### src/pacer_pkg.sv
// Shared widths, pacing modes and the configuration and sink structs, imported by every module
package pacer_pkg;

  // ********************
  // Widths
  // ********************

  localparam int DATA_W     = 32;
  localparam int INTERVAL_W = 16;
  localparam int BEAT_W     = 8;

  typedef logic [DATA_W-1:0]     data_t;
  typedef logic [INTERVAL_W-1:0] interval_t;
  typedef logic [BEAT_W-1:0]     beat_t;

  // ********************
  // Pacing modes
  // ********************

  // How a transfer slot opens
  typedef enum logic [1:0] {
    PACE_FREE      = 2'd0,
    PACE_TRIGGER   = 2'd1,
    PACE_IMMEDIATE = 2'd2
  } pace_mode_e;

  // ********************
  // Configuration and sink word
  // ********************

  // Captured on an accepted start, 28 bits
  typedef struct packed {
    // Cycles or trigger edges between slots
    interval_t  interval;
    // Transfers per run, zero stands for 256
    beat_t      beats;
    pace_mode_e mode;
    // Low selects sink A
    logic       sink_sel;
    logic       repeat_run;
  } pace_cfg_t;

  // Word presented to one sink, 33 bits
  typedef struct packed {
    logic  valid;
    data_t data;
  } sink_out_t;

endpackage

### src/pace_timer.sv
// Slot timer: counts cycles or synchronized trigger edges and opens the transfer slot
`timescale 1ns/1ns

module pace_timer
  import pacer_pkg::*;
(
  input  logic      clk,
  input  logic      rst_n,
  input  pace_cfg_t run_cfg,
  input  logic      busy,
  input  logic      clear,
  input  logic      trigger,
  output logic      slot_open
);

  logic      trig_meta;
  logic      trig_sync;
  logic      trig_last;
  logic      trig_rise;
  logic      step_src;
  logic      count_step;
  logic      count_hit;
  interval_t count_value;

  // ********************
  // Trigger synchronizer
  // ********************

  // Two flops into the clk domain, a third one keeps the last level
  always_ff @(posedge clk) begin
    if (!rst_n) begin
      trig_meta <= 1'b0;
      trig_sync <= 1'b0;
      trig_last <= 1'b0;
    end else begin
      trig_meta <= trigger;
      trig_sync <= trig_meta;
      trig_last <= trig_sync;
    end
  end

  assign trig_rise = trig_sync & ~trig_last;

  // ********************
  // Interval counting
  // ********************

  always_comb begin
    case (run_cfg.mode)
      PACE_FREE:    step_src = 1'b1;
      PACE_TRIGGER: step_src = trig_rise;
      default:      step_src = 1'b0;
    endcase
  end

  // Count freezes at the interval until the controller clears it
  assign count_hit  = (count_value == run_cfg.interval);
  assign count_step = busy & step_src & ~count_hit;

  step_counter #(
    .count_t(interval_t)
  ) i_interval_counter (
    .clk  (clk),
    .rst_n(rst_n),
    .clear(clear),
    .step (count_step),
    .value(count_value)
  );

  // Immediate mode never waits
  assign slot_open = (run_cfg.mode == PACE_IMMEDIATE) ? 1'b1 : count_hit;

endmodule

### src/step_counter.sv
// Clearable up counter for any payload type, used for the slot interval and the beat count
`timescale 1ns/1ns

module step_counter #(
  parameter type count_t = logic [7:0]
) (
  input  logic   clk,
  input  logic   rst_n,
  input  logic   clear,
  input  logic   step,
  output count_t value
);

  count_t count_q;
  count_t count_next;

  // Clear has priority over step, the count wraps at its width
  always_comb begin
    count_next = count_q;
    if (clear) begin
      count_next = '0;
    end else if (step) begin
      count_next = count_q + count_t'(1);
    end
  end

  always_ff @(posedge clk) begin
    if (!rst_n) begin
      count_q <= '0;
    end else begin
      count_q <= count_next;
    end
  end

  assign value = count_q;

endmodule

### src/stream_pacer.sv
// Stream pacer top level: moves source words to sink A or B at a paced rate for a set run length
`timescale 1ns/1ns

module stream_pacer
  import pacer_pkg::*;
(
  input  logic      clk,
  input  logic      rst_n,
  input  logic      start,
  input  pace_cfg_t cfg,
  input  logic      abort,
  input  logic      trigger,
  input  logic      src_valid,
  input  data_t     src_data,
  output logic      src_ready,
  output sink_out_t sink_a,
  output sink_out_t sink_b,
  input  logic      sink_a_ready,
  input  logic      sink_b_ready,
  output logic      busy,
  output logic      done,
  output logic      stall
);

  pace_cfg_t run_cfg;
  logic      timer_clear;
  logic      slot_open;
  logic      beat_step;
  logic      beat_clear;
  beat_t     beat_value;

  // ********************
  // Slot timer
  // ********************

  pace_timer i_pace_timer (
    .clk      (clk),
    .rst_n    (rst_n),
    .run_cfg  (run_cfg),
    .busy     (busy),
    .clear    (timer_clear),
    .trigger  (trigger),
    .slot_open(slot_open)
  );

  // Beats moved in the current run
  step_counter #(
    .count_t(beat_t)
  ) i_beat_counter (
    .clk  (clk),
    .rst_n(rst_n),
    .clear(beat_clear),
    .step (beat_step),
    .value(beat_value)
  );

  // ********************
  // Controller
  // ********************

  transfer_ctrl i_transfer_ctrl (
    .clk         (clk),
    .rst_n       (rst_n),
    .start       (start),
    .cfg         (cfg),
    .abort       (abort),
    .slot_open   (slot_open),
    .beat_value  (beat_value),
    .src_valid   (src_valid),
    .src_data    (src_data),
    .sink_a_ready(sink_a_ready),
    .sink_b_ready(sink_b_ready),
    .run_cfg     (run_cfg),
    .busy        (busy),
    .timer_clear (timer_clear),
    .beat_step   (beat_step),
    .beat_clear  (beat_clear),
    .src_ready   (src_ready),
    .sink_a      (sink_a),
    .sink_b      (sink_b),
    .done        (done),
    .stall       (stall)
  );

endmodule

### src/transfer_ctrl.sv
// Transfer controller: run state, configuration capture, fire decision, sink routing and run end
`timescale 1ns/1ns

module transfer_ctrl
  import pacer_pkg::*;
(
  input  logic      clk,
  input  logic      rst_n,
  input  logic      start,
  input  pace_cfg_t cfg,
  input  logic      abort,
  input  logic      slot_open,
  input  beat_t     beat_value,
  input  logic      src_valid,
  input  data_t     src_data,
  input  logic      sink_a_ready,
  input  logic      sink_b_ready,
  output pace_cfg_t run_cfg,
  output logic      busy,
  output logic      timer_clear,
  output logic      beat_step,
  output logic      beat_clear,
  output logic      src_ready,
  output sink_out_t sink_a,
  output sink_out_t sink_b,
  output logic      done,
  output logic      stall
);

  logic      busy_q;
  pace_cfg_t cfg_q;
  logic      start_ok;
  logic      sel_ready;
  logic      fire;
  logic      last_beat;

  // ********************
  // Run state
  // ********************

  // A start during a run is dropped
  assign start_ok = start & ~busy_q;

  always_ff @(posedge clk) begin
    if (!rst_n) begin
      busy_q <= 1'b0;
      cfg_q  <= '0;
    end else begin
      if (start_ok) begin
        cfg_q <= cfg;
      end
      if (abort) begin
        busy_q <= 1'b0;
      end else if (start_ok) begin
        busy_q <= 1'b1;
      end else if (done && !cfg_q.repeat_run) begin
        busy_q <= 1'b0;
      end
    end
  end

  assign busy    = busy_q;
  assign run_cfg = cfg_q;

  // ********************
  // Fire and routing
  // ********************

  assign sel_ready = cfg_q.sink_sel ? sink_b_ready : sink_a_ready;
  assign fire      = busy_q & slot_open & src_valid & sel_ready;

  // Beats of zero wraps to 255, so the run is 256 long
  assign last_beat = (beat_value == beat_t'(cfg_q.beats - 1'b1));
  assign done      = fire & last_beat;

  assign src_ready = fire;

  // Both sinks see the word, only the selected one gets valid
  assign sink_a.valid = fire & ~cfg_q.sink_sel;
  assign sink_a.data  = src_data;
  assign sink_b.valid = fire & cfg_q.sink_sel;
  assign sink_b.data  = src_data;

  // Open slot held back by the source or the sink
  assign stall = busy_q & slot_open & ~(src_valid & sel_ready);

  // ********************
  // Counter control
  // ********************

  assign timer_clear = start_ok | fire | abort;
  assign beat_step   = fire;
  assign beat_clear  = start_ok | done | abort;

endmodule

### config.mk
export PLATFORM = sky130hd
export DESIGN_NAME = stream_pacer
export DESIGN_NICKNAME = d
export VERILOG_FILES = /design/src/pacer_pkg.sv /design/src/pace_timer.sv /design/src/step_counter.sv /design/src/stream_pacer.sv /design/src/transfer_ctrl.sv
export SDC_FILE = /design/constraint.sdc
export NUM_CORES = 1
export LEC_CHECK = 0
export ABC_AREA = 1
export ABC_CLOCK_PERIOD_IN_PS = 1950
export BUFFER_PORTS_ARGS = -buffer_cell sky130_fd_sc_hd__clkbuf_2
export CORE_ASPECT_RATIO = 1.2
export CORE_MARGIN = 2
export CORE_UTILIZATION = 45
export DETAILED_ROUTE_END_ITERATION = 16
export GPL_ROUTABILITY_DRIVEN = 0
export PLACE_DENSITY = 0.78
export SLEW_MARGIN = 20
export SYNTH_ARGS = -nofsm -noshare
export SYNTH_HDL_FRONTEND = slang
export SYNTH_HIERARCHICAL = 1
export SYNTH_SLANG_ARGS = --single-unit
### constraint.sdc
create_clock -name clk -period 1.95 [get_ports clk]
set_clock_uncertainty 0.1 [all_clocks]
set_input_delay 0.195 -clock clk [delete_from_list [all_inputs] [get_ports clk]]
set_output_delay 0.195 -clock clk [all_outputs]
set_load 0.1 [all_outputs]
==> impl_metrics.env, run 1 <==
export IMPL_outcome="finished, violations left"
export IMPL_violations="setup timing"
export IMPL_ios=138
export IMPL_finalCriticalPeriod_ns=2.41
export IMPL_timing_final_crit_share=1.24
export IMPL_grt_start_max_net_pins=25
export IMPL_syn_inst=552
export IMPL_area_growth_synth_to_final_pct=14.5
export IMPL_cts_path_max_buffers=2
export IMPL_clock_latency_ns=0.31
export IMPL_cts_tree="yes"
export IMPL_arrival_ns=2.12
export IMPL_row_count=35
export IMPL_dieArea_um2=8520
export IMPL_avgSynthCellArea_um2=6.35
export IMPL_track_usage=0.187
export IMPL_hp_class="primary input to flop"
export IMPL_critPathKind="flop to primary output"
export IMPL_path_clk_slew_ns=0.10
export IMPL_crit_chain="nor2_2 -> nor2_1 -> nor2_1 -> nand2_1 -> nor2_2 -> nand2_1 -> nand2_1 -> nand2_2 -> nor2_2 -> nand2_2 -> nor2_2 -> nand2_1 -> nor2_2 -> nand3_2 -> clkinvlp_4 -> buf_12"
export IMPL_dr_pass1_iters=5
export IMPL_r2r_cells=18
export IMPL_cts_inserted_buffers=5
export IMPL_diodes=0
export IMPL_grt_remaining_overflow=0
export IMPL_grt_pass1_wl_mm=13.1
export IMPL_drt_wirelength_per_cell_um=12.2
export IMPL_grt_pass1_vias=3070
export IMPL_finalHoldWorstSlack_ns=0.00316
export IMPL_fin_util=0.527
export IMPL_postLayoutCellArea_um2=4020
export IMPL_worstHoldStart="cfg[11]"
export IMPL_report_final_hold_viol_count=0
export IMPL_nFillCells=707
export IMPL_start_util=0.460
export IMPL_die_h_um=101
export IMPL_via_per_inst=4.88
export IMPL_crit_family="simple AND/OR/NAND/NOR gates"
export IMPL_cp_max_fo=3
export IMPL_tightest_slew_ns=0.540
export IMPL_antenna_found_initial=0
export IMPL_hold_depth=3
export IMPL_critPathBufInv=2
export IMPL_clock_root_buffer="clkbuf_8"
export IMPL_ant_nets=0
export IMPL_finalSetupViolations=28
export IMPL_drc=0
export IMPL_cpMaxStageDelayCell="dfxtp_2"
export IMPL_ys_warn_count=6
export IMPL_finalNonFillerCells=660
export IMPL_worst_slack_ns=-0.461
export IMPL_peakVddDrop_v=0.000341
export IMPL_drive_above_1_share=0.292
export IMPL_multiInputGateArea_um2=1730
export IMPL_worstHoldEndpoint="i_transfer_ctrl/run_cfg[11]"
export IMPL_via_count=3223
export IMPL_dpl_worst_slack_ns=-0.188
export IMPL_die_w_um=84.6
export IMPL_r2r_end="i_beat_counter/value[7]"
export IMPL_power_leakage_nw=1.86
export IMPL_initialDrtViolationCount=195
export IMPL_rsz0062_at_grt="yes"
export IMPL_cts_sinks=56
export IMPL_total_power_mw=2.33
export IMPL_synthesis_nets=623
export IMPL_power_density_nw_per_um2=580
export IMPL_setup_tns_ns=-4.12
export IMPL_finalNetCount=638
export IMPL_portBuffers=41
export IMPL_critPathLaunchType="flop"
export IMPL_ff2ff_setup_slack_ns=-0.21
export IMPL_drv_cap=0
export IMPL_syn_cell_area_um2=3510
export IMPL_dp_cells=641
export IMPL_r2r_start="i_pace_timer/i_interval_counter/value[13]"
export IMPL_synth_cell_types=27
export IMPL_max_freq_ghz=0.415
export IMPL_htree_levels=2
export IMPL_required_ns=1.65
export IMPL_hpwl_mm=5.75
export IMPL_end_kind="primary output"
export IMPL_wirelength_mm=8.07
export IMPL_ys_ff_latch=56
export IMPL_core_area_um2=7620
export IMPL_slew_violations=0
export IMPL_slew_headroom=0.641
export IMPL_slowest_delay_ns=0.35
export IMPL_dpl_cell_area_um2=3650
export IMPL_seq_area_frac_synth=0.320
export IMPL_seqCellArea_um2=1150
export IMPL_path_common_cell="nor2_2"
## worst max-delay path by stage
stage | startpoint | endpoint | slack, ns | depth (start not counted)
floorplan | i_pace_timer/i_interval_counter/value[2] | sink_a[32] | -0.23 | 12
detailed placement | i_transfer_ctrl/run_cfg[24] | done | -0.19 | 17
CTS | i_pace_timer/i_interval_counter/value[13] | done | -0.42 | 16
global route | i_pace_timer/i_interval_counter/value[13] | done | -0.63 | 17
global placement | i_transfer_ctrl/run_cfg[27] | done | -0.14 | 17
finish | i_pace_timer/i_interval_counter/value[13] | done | -0.46 | 16
## area by class of cell
cell class	instances	area share
Inverter	73	0.0711
Timing Repair Buffer	83	0.158
Clock buffer	8	0.0249
Sequential cell	56	0.288
Tap cell	92	0.0287
Multi-Input combinational cell	348	0.430
## metal layers
layer,GRT usage,share of wire,up-vias
met1,0.202,0.41,1460
li1,-,-,1649
met2,0.348,0.51,90
met4,0.0842,0.029,0
met3,0.0401,0.050,24
met5,0,0,-
## flip-flops by register name, indices dropped and copies added, names as in the netlist
name / flops
i_beat_counter/value: 8
i_pace_timer/trig_meta: 1
i_transfer_ctrl/run_cfg: 28
i_transfer_ctrl/busy: 1
i_pace_timer/trig_sync: 1
i_pace_timer/i_interval_counter/value: 16
i_pace_timer/trig_last: 1
## placed cells by master, fill, tap and decap left out, types with 5 or more instances in the layout
cell type  instances
a21oi_1           21
o21ai_0           29
buf_4             31
clkbuf_2          36
inv_1             66
nand2_2           10
nand3_1           12
dfxtp_2           24
nor2_2            13
o21ai_1            6
nor2_4             7
buf_6              9
buf_12             5
nand2_1          115
nor2_1            99
clkbuf_8           7
dfxtp_1           31
## tightest hold or removal path: stages
cell and delay (ns):
clkbuf_2 0.08, nor2_1 0.04, nor2_1 0.08
## cells in the mapped netlist
library cell  instances  area, µm²
clkbuf_1              6       22.5
nor3_1                1       5.00
buf_4                66        495
a21oi_2               1       8.76
o21bai_2              1       11.3
nor2_1              107        402
nand2_2               7       43.8
nand4_1               4       25.0
ha_1                  3       37.5
dfxtp_1              56       1120
a211oi_1              1       7.51
nand3_2               1       10.0
xor2_1                4       35.0
inv_2                 3       11.3
a21oi_1              23        115
buf_2                 2       10.0
nor2_4                2       22.5
nand3b_1              3       22.5
buf_6                 1       11.3
nor2_2               10       62.6
nand3_1              18       90.1
xnor2_1               2       17.5
nand2_1             120        450
o21ai_0              36        180
o21bai_1              2       15.0
o21ai_1               2       10.0
inv_1                70        263
## cell families (layout without fill, tap and decap cells)
| logic type | after synthesis | after routing | share of synthesized area |
|---|---|---|---|
| AO/OA/AOI/OAI | 66 | 66 | 0.0992 |
| XOR/XNOR | 6 | 6 | 0.0150 |
| adder cells (fa/ha/maj) | 3 | 3 | 0.0107 |
| AND/OR/NAND/NOR | 273 | 273 | 0.323 |
| flip-flops | 56 | 56 | 0.320 |
| buffers and inverters | 148 | 164 | 0.232 |
## report_power, final
group / switching (mW) / total, mW / internal (mW)
sequential: 0.0423 / 1.24 / 1.19
combinational: 0.231 / 0.391 / 0.160
clock: 0.376 / 0.701 / 0.325
## repair_timing
item                                   4_1_cts  5_1_grt
endpoints found under the hold margin        2        0
buffers inserted                             6        6
setup endpoints to repair                   24       30
pin swaps                                   15        5
hold buffers                                 2        0
gates resized for setup                     43       15
Power figures use the tool's default switching activity.
==> run 2, diff against run 1 <==
--- a/config.mk
+++ b/config.mk
@@ -10,10 +10,13 @@
 export BUFFER_PORTS_ARGS = -buffer_cell sky130_fd_sc_hd__clkbuf_2
 export CORE_ASPECT_RATIO = 1.2
 export CORE_MARGIN = 2
-export CORE_UTILIZATION = 45
+export CORE_UTILIZATION = 46
+export CTS_BUF_LIST = sky130_fd_sc_hd__clkbuf_2
+export CTS_CLUSTER_DIAMETER = 120
 export DETAILED_ROUTE_END_ITERATION = 16
 export GPL_ROUTABILITY_DRIVEN = 0
-export PLACE_DENSITY = 0.78
+export PLACE_DENSITY = 0.79
+export RECOVER_POWER = 25
 export SLEW_MARGIN = 20
 export SYNTH_ARGS = -nofsm -noshare
 export SYNTH_HDL_FRONTEND = slang
==> impl_metrics.env, run 2 (synthesis gave the netlist of run 1 again) <==
export IMPL_area_growth_synth_to_final_pct=21.9
export IMPL_arrival_ns=2.32
export IMPL_drc=0
export IMPL_hp_class="primary input to flop"
export IMPL_cts_inserted_buffers=5
export IMPL_critPathLaunchType="flop"
export IMPL_drive_above_1_share=0.290
export IMPL_diodes=0
export IMPL_cp_num_cells=17
export IMPL_end_kind="primary output"
export IMPL_slowest_delay_ns=0.43
export IMPL_critPathBufInv=3
export IMPL_slew_headroom=0.640
export IMPL_worst_slack_ns=-0.670
export IMPL_slew_violations=0
export IMPL_dr_pass1_iters=5
export IMPL_die_w_um=83.7
export IMPL_worstHoldStart="start"
export IMPL_peakVddDrop_v=0.000362
export IMPL_r2r_cells=21
export IMPL_critPathKind="flop to primary output"
export IMPL_dpl_cell_area_um2=3640
export IMPL_cts_sinks=56
export IMPL_finalCriticalPeriod_ns=2.62
export IMPL_crit_chain="inv_2 -> nand2_1 -> nand2_1 -> nor2_1 -> nand2_1 -> nor2_2 -> nand2_1 -> nand2_1 -> nand2_2 -> nor2_4 -> nand2_2 -> nor2_2 -> nand2_1 -> nor2_2 -> nand3_2 -> clkinvlp_4 -> buf_12"
export IMPL_core_area_um2=7320
export IMPL_outcome="finished, violations left"
export IMPL_rsz0062_at_grt="yes"
export IMPL_drt_wirelength_per_cell_um=12.4
export IMPL_finalHoldWorstSlack_ns=0.0966
export IMPL_power_leakage_nw=1.95
export IMPL_startpoint="i_transfer_ctrl/run_cfg[20]"
export IMPL_largest_reg_flops=28
export IMPL_max_freq_ghz=0.382
export IMPL_hold_depth=5
export IMPL_die_h_um=99.6
export IMPL_wirelength_mm=8.56
export IMPL_power_density_nw_per_um2=497
export IMPL_antenna_found_initial=0
export IMPL_row_count=34
export IMPL_grt_pass1_wl_mm=14.1
export IMPL_tightest_slew_ns=0.543
export IMPL_layout_cells_most_common_list="117 x nand2_1, 98 x nor2_1, 60 x inv_1, 41 x clkbuf_2, 34 x dlygate4sd3_1"
export IMPL_timing_final_crit_share=1.34
export IMPL_crit_family="simple AND/OR/NAND/NOR gates"
export IMPL_cp_max_fo=3
export IMPL_clock_latency_ns=0.46
export IMPL_start_util=0.479
export IMPL_hpwl_mm=5.84
export IMPL_via_count=3416
export IMPL_cpMaxStageDelayCell="dfxtp_2"
export IMPL_portBuffers=41
export IMPL_path_clk_slew_ns=0.30
export IMPL_finalSetupViolations=21
export IMPL_grt_pass1_vias=3372
export IMPL_drv_cap=0
export IMPL_grt_start_max_net_pins=28
export IMPL_ant_nets=0
export IMPL_postLayoutCellArea_um2=4280
export IMPL_path_common_cell="nand2_1"
export IMPL_grt_remaining_overflow=0
export IMPL_cts_tree="yes"
export IMPL_final_common_cell="nand2_1"
export IMPL_htree_levels=2
export IMPL_cts_path_max_buffers=2
export IMPL_ios=138
export IMPL_via_per_inst=4.96
export IMPL_required_ns=1.65
export IMPL_initialDrtViolationCount=254
export IMPL_dieArea_um2=8340
export IMPL_violations="setup timing"
export IMPL_total_power_mw=2.12
export IMPL_track_usage=0.203
export IMPL_clock_root_buffer="clkbuf_2"
export IMPL_report_final_hold_viol_count=0
export IMPL_finalNetCount=669
export IMPL_r2r_start="i_transfer_ctrl/run_cfg[20]"
-- run 2: cell count changes in the layout (fill, tap and decap cells not counted), moves of 3 or more --
cell / delta
dfxtp_2: +3
clkbuf_8: -7
dfxtp_1: -3
inv_2: +6
inv_1: -6
nor2_4: +3
dlygate4sd3_1: +32
clkbuf_2: +5
-- run 2: per-layer routing --
| metal | GRT usage | vias to the layer above | wire length [µm] |
|---|---|---|---|
| met4 | 0.0943 | 0 | 272 |
| li1 | - | 1712 | - |
| met1 | 0.217 | 1563 | 3390 |
| met2 | 0.383 | 107 | 4430 |
| met3 | 0.0398 | 34 | 463 |
| met5 | 0 | - | 0 |
-- run 2: report_power, final --
group	total [mW]	internal (mW)	switching, mW
Combinational	0.440	0.197	0.242
Clock	0.441	0.0806	0.360
Sequential	1.24	1.20	0.0428
Total	2.12	1.48	0.645
-- run 2: path summary, 6_finish.rpt --
kind / endpoint / slack (ns)
worst max-delay path: done / -0.67
worst max register to register: i_beat_counter/value[7] / -0.34
worst min-delay path: i_transfer_ctrl/run_cfg[10] / 0.1
worst min register to register: i_pace_timer/trig_last / 0.30
-- run 2: area by class of cell --
class | count | area, µm²
fill | 660 | 3040
multi-input combinational | 348 | 1740
sequential | 56 | 1160
timing repair buffer | 114 | 943
inverter | 73 | 283
tap | 90 | 113
clock buffer | 5 | 25.0
clock inverter | 3 | 13.8
-- run 2: worst min-delay path, stage by stage --
cell	delay [ns]
clkbuf_2	0.08
inv_1	0.05
nor2_1	0.05
inv_2	0.18
a21oi_1	0.10
-- run 2: what timing repair did --
item	in CTS	in global routing
hold endpoints to repair	30	0
hold buffers	34	0
setup buffers	8	3
gates resized for setup	41	28
cloned	0	0
pin swaps	12	6
endpoints found under the setup margin	29	32
-- run 2: per-stage QoR --
stage | setup slack [ns] | TNS [ns] | util | std cells
after floorplan | -0.235 | -0.796 | - | 552
after global placement | -0.151 | -1.17 | 0.498 | 638
after detailed placement | -0.219 | -2.51 | 0.498 | 638
after CTS | -0.629 | -4.94 | 0.575 | 687
after global routing | -0.879 | -10.24 | 0.584 | 689
final | -0.670 | -5.42 | 0.584 | 689
==> run 3, diff against run 2 <==
--- a/config.mk
+++ b/config.mk
@@ -10,13 +10,15 @@
 export BUFFER_PORTS_ARGS = -buffer_cell sky130_fd_sc_hd__clkbuf_2
 export CORE_ASPECT_RATIO = 1.2
 export CORE_MARGIN = 2
-export CORE_UTILIZATION = 46
-export CTS_BUF_LIST = sky130_fd_sc_hd__clkbuf_2
+export CORE_UTILIZATION = 45
+export CTS_BUF_LIST = sky130_fd_sc_hd__clkbuf_16
 export CTS_CLUSTER_DIAMETER = 120
 export DETAILED_ROUTE_END_ITERATION = 16
 export GPL_ROUTABILITY_DRIVEN = 0
-export PLACE_DENSITY = 0.79
+export PLACE_DENSITY = 0.78
 export RECOVER_POWER = 25
+export REMOVE_ABC_BUFFERS = 1
+export SKIP_CTS_REPAIR_TIMING = 1
 export SLEW_MARGIN = 20
 export SYNTH_ARGS = -nofsm -noshare
 export SYNTH_HDL_FRONTEND = slang
==> impl_metrics.env, run 3 (synthesis gave the netlist of run 1 again) <==
export IMPL_cp_max_fo=3
export IMPL_drive_above_1_share=0.262
export IMPL_ios=138
export IMPL_die_h_um=101
export IMPL_seqCellArea_um2=1140
export IMPL_antenna_found_initial=0
export IMPL_final_common_cell="nand2_1"
export IMPL_portBuffers=41
export IMPL_timing_final_crit_share=1.28
export IMPL_grt_pass1_wl_mm=15.2
export IMPL_tightest_slew_ns=0.538
export IMPL_area_growth_synth_to_final_pct=11.5
export IMPL_critPathLaunchType="flop"
export IMPL_dr_pass1_iters=4
export IMPL_initialDrtViolationCount=121
export IMPL_finalCriticalPeriod_ns=2.51
export IMPL_worstHoldStart="trigger"
export IMPL_hpwl_mm=7.40
export IMPL_start_util=0.460
export IMPL_startpoint="i_transfer_ctrl/run_cfg[21]"
export IMPL_grt_pass1_vias=3171
export IMPL_dieArea_um2=8520
export IMPL_critPathKind="flop to primary output"
export IMPL_largest_reg_flops=28
export IMPL_die_w_um=84.6
export IMPL_dp_cells=640
export IMPL_hp_class="primary input to flop"
export IMPL_nFillCells=743
export IMPL_setup_tns_ns=-5.84
export IMPL_end_kind="primary output"
export IMPL_via_count=3320
export IMPL_drt_wirelength_per_cell_um=15.0
export IMPL_htree_levels=2
export IMPL_path_clk_slew_ns=0.07
export IMPL_report_final_hold_viol_count=0
export IMPL_worst_slack_ns=-0.556
export IMPL_outcome="finished, violations left"
export IMPL_rsz0062_at_grt="yes"
export IMPL_ant_nets=0
export IMPL_row_count=35
export IMPL_power_leakage_nw=1.82
export IMPL_clock_root_buffer="clkbuf_16"
export IMPL_cts_inserted_buffers=5
export IMPL_core_area_um2=7620
export IMPL_cts_path_max_buffers=2
export IMPL_max_freq_ghz=0.399
export IMPL_multiInputGateArea_um2=1660
export IMPL_finalNetCount=631
export IMPL_wirelength_mm=9.81
export IMPL_violations="setup timing"
export IMPL_grt_start_max_net_pins=24
export IMPL_slew_violations=0
export IMPL_power_density_nw_per_um2=668
export IMPL_finalNonFillerCells=653
export IMPL_track_usage=0.224
export IMPL_layout_cells_most_common_list="116 x nand2_1, 98 x nor2_1, 66 x inv_1, 40 x dfxtp_1, 36 x clkbuf_2"
export IMPL_finalHoldWorstSlack_ns=0.00579
export IMPL_grt_remaining_overflow=0
export IMPL_slew_headroom=0.643
export IMPL_r2r_start="i_transfer_ctrl/run_cfg[21]"
export IMPL_drv_cap=0
export IMPL_peakVddDrop_v=0.000491
export IMPL_via_per_inst=5.08
export IMPL_drc=0
export IMPL_clock_latency_ns=0.29
export IMPL_cts_sinks=56
export IMPL_finalSetupViolations=30
export IMPL_arrival_ns=2.21
export IMPL_required_ns=1.65
export IMPL_cts_tree="yes"
export IMPL_diodes=0
-- run 3: cell count changes in the layout (fill, tap and decap cells not counted), moves of 4 or more --
cell,change
nand3_1,+4
buf_6,-6
clkbuf_2,-5
nor2_2,+4
dlygate4sd3_1,-34
inv_1,+6
nor2_4,-4
clkbuf_16,+5
dfxtp_1,+12
o21ai_0,+5
dfxtp_2,-11
-- run 3: final timing paths --
check,slack (ns),end,depth (start not counted)
worst max register to register,-0.35,i_beat_counter/value[4],20
worst min-delay path,0.006,i_pace_timer/trig_meta,3
worst max-delay path,-0.56,done,17
worst min register to register,0.33,i_pace_timer/trig_sync,2
-- run 3: worst max-delay path, stage by stage (launching register included) --
cell,delay [ns]
dfxtp_2,0.36
nand2_2,0.06
inv_2,0.05
nor2_2,0.03
nor2_1,0.10
nand2_1,0.07
nor2_2,0.16
nand2_1,0.08
nand2_1,0.09
nand2_2,0.06
nor2_2,0.12
nand2_2,0.07
nor2_2,0.10
nand2_1,0.07
nor2_2,0.14
nand3_2,0.11
inv_2,0.09
buf_12,0.17
-- run 3: metrics by stage --
| step | power (mW) | util | area [µm²] | worst slack, ns |
|---|---|---|---|---|
| floorplan | 1.47 | - | 2970 | -1.02 |
| global placement | 1.59 | 0.471 | 3590 | -0.135 |
| detailed placement | 1.60 | 0.471 | 3590 | -0.209 |
| CTS | 2.59 | 0.492 | 3750 | -0.527 |
| global route | 2.72 | 0.513 | 3910 | -0.691 |
| finish | 2.61 | 0.513 | 3910 | -0.556 |
-- run 3: layout make-up --
cell class / count / area share
tap: 92 / 0.0294
timing repair buffer: 76 / 0.141
sequential: 56 / 0.292
clock inverter: 3 / 0.00992
multi-input combinational: 348 / 0.425
inverter: 73 / 0.0707
clock buffer: 5 / 0.0320
-- run 3: report_power, final --
group,internal (mW),switching [mW],total [mW]
clock,0.600,0.404,1.00
sequential,1.20,0.0428,1.24
combinational,0.145,0.223,0.368
total,1.94,0.670,2.61
-- run 3: metal layers --
metal  wire length [µm]  track usage  vias to the layer above
li1                   -            -                     1631
met1               3680        0.229                     1507
met2               4620        0.369                      161
met3               1240        0.141                       19
met4                204       0.0659                        2
met5                 62        0.115                        -
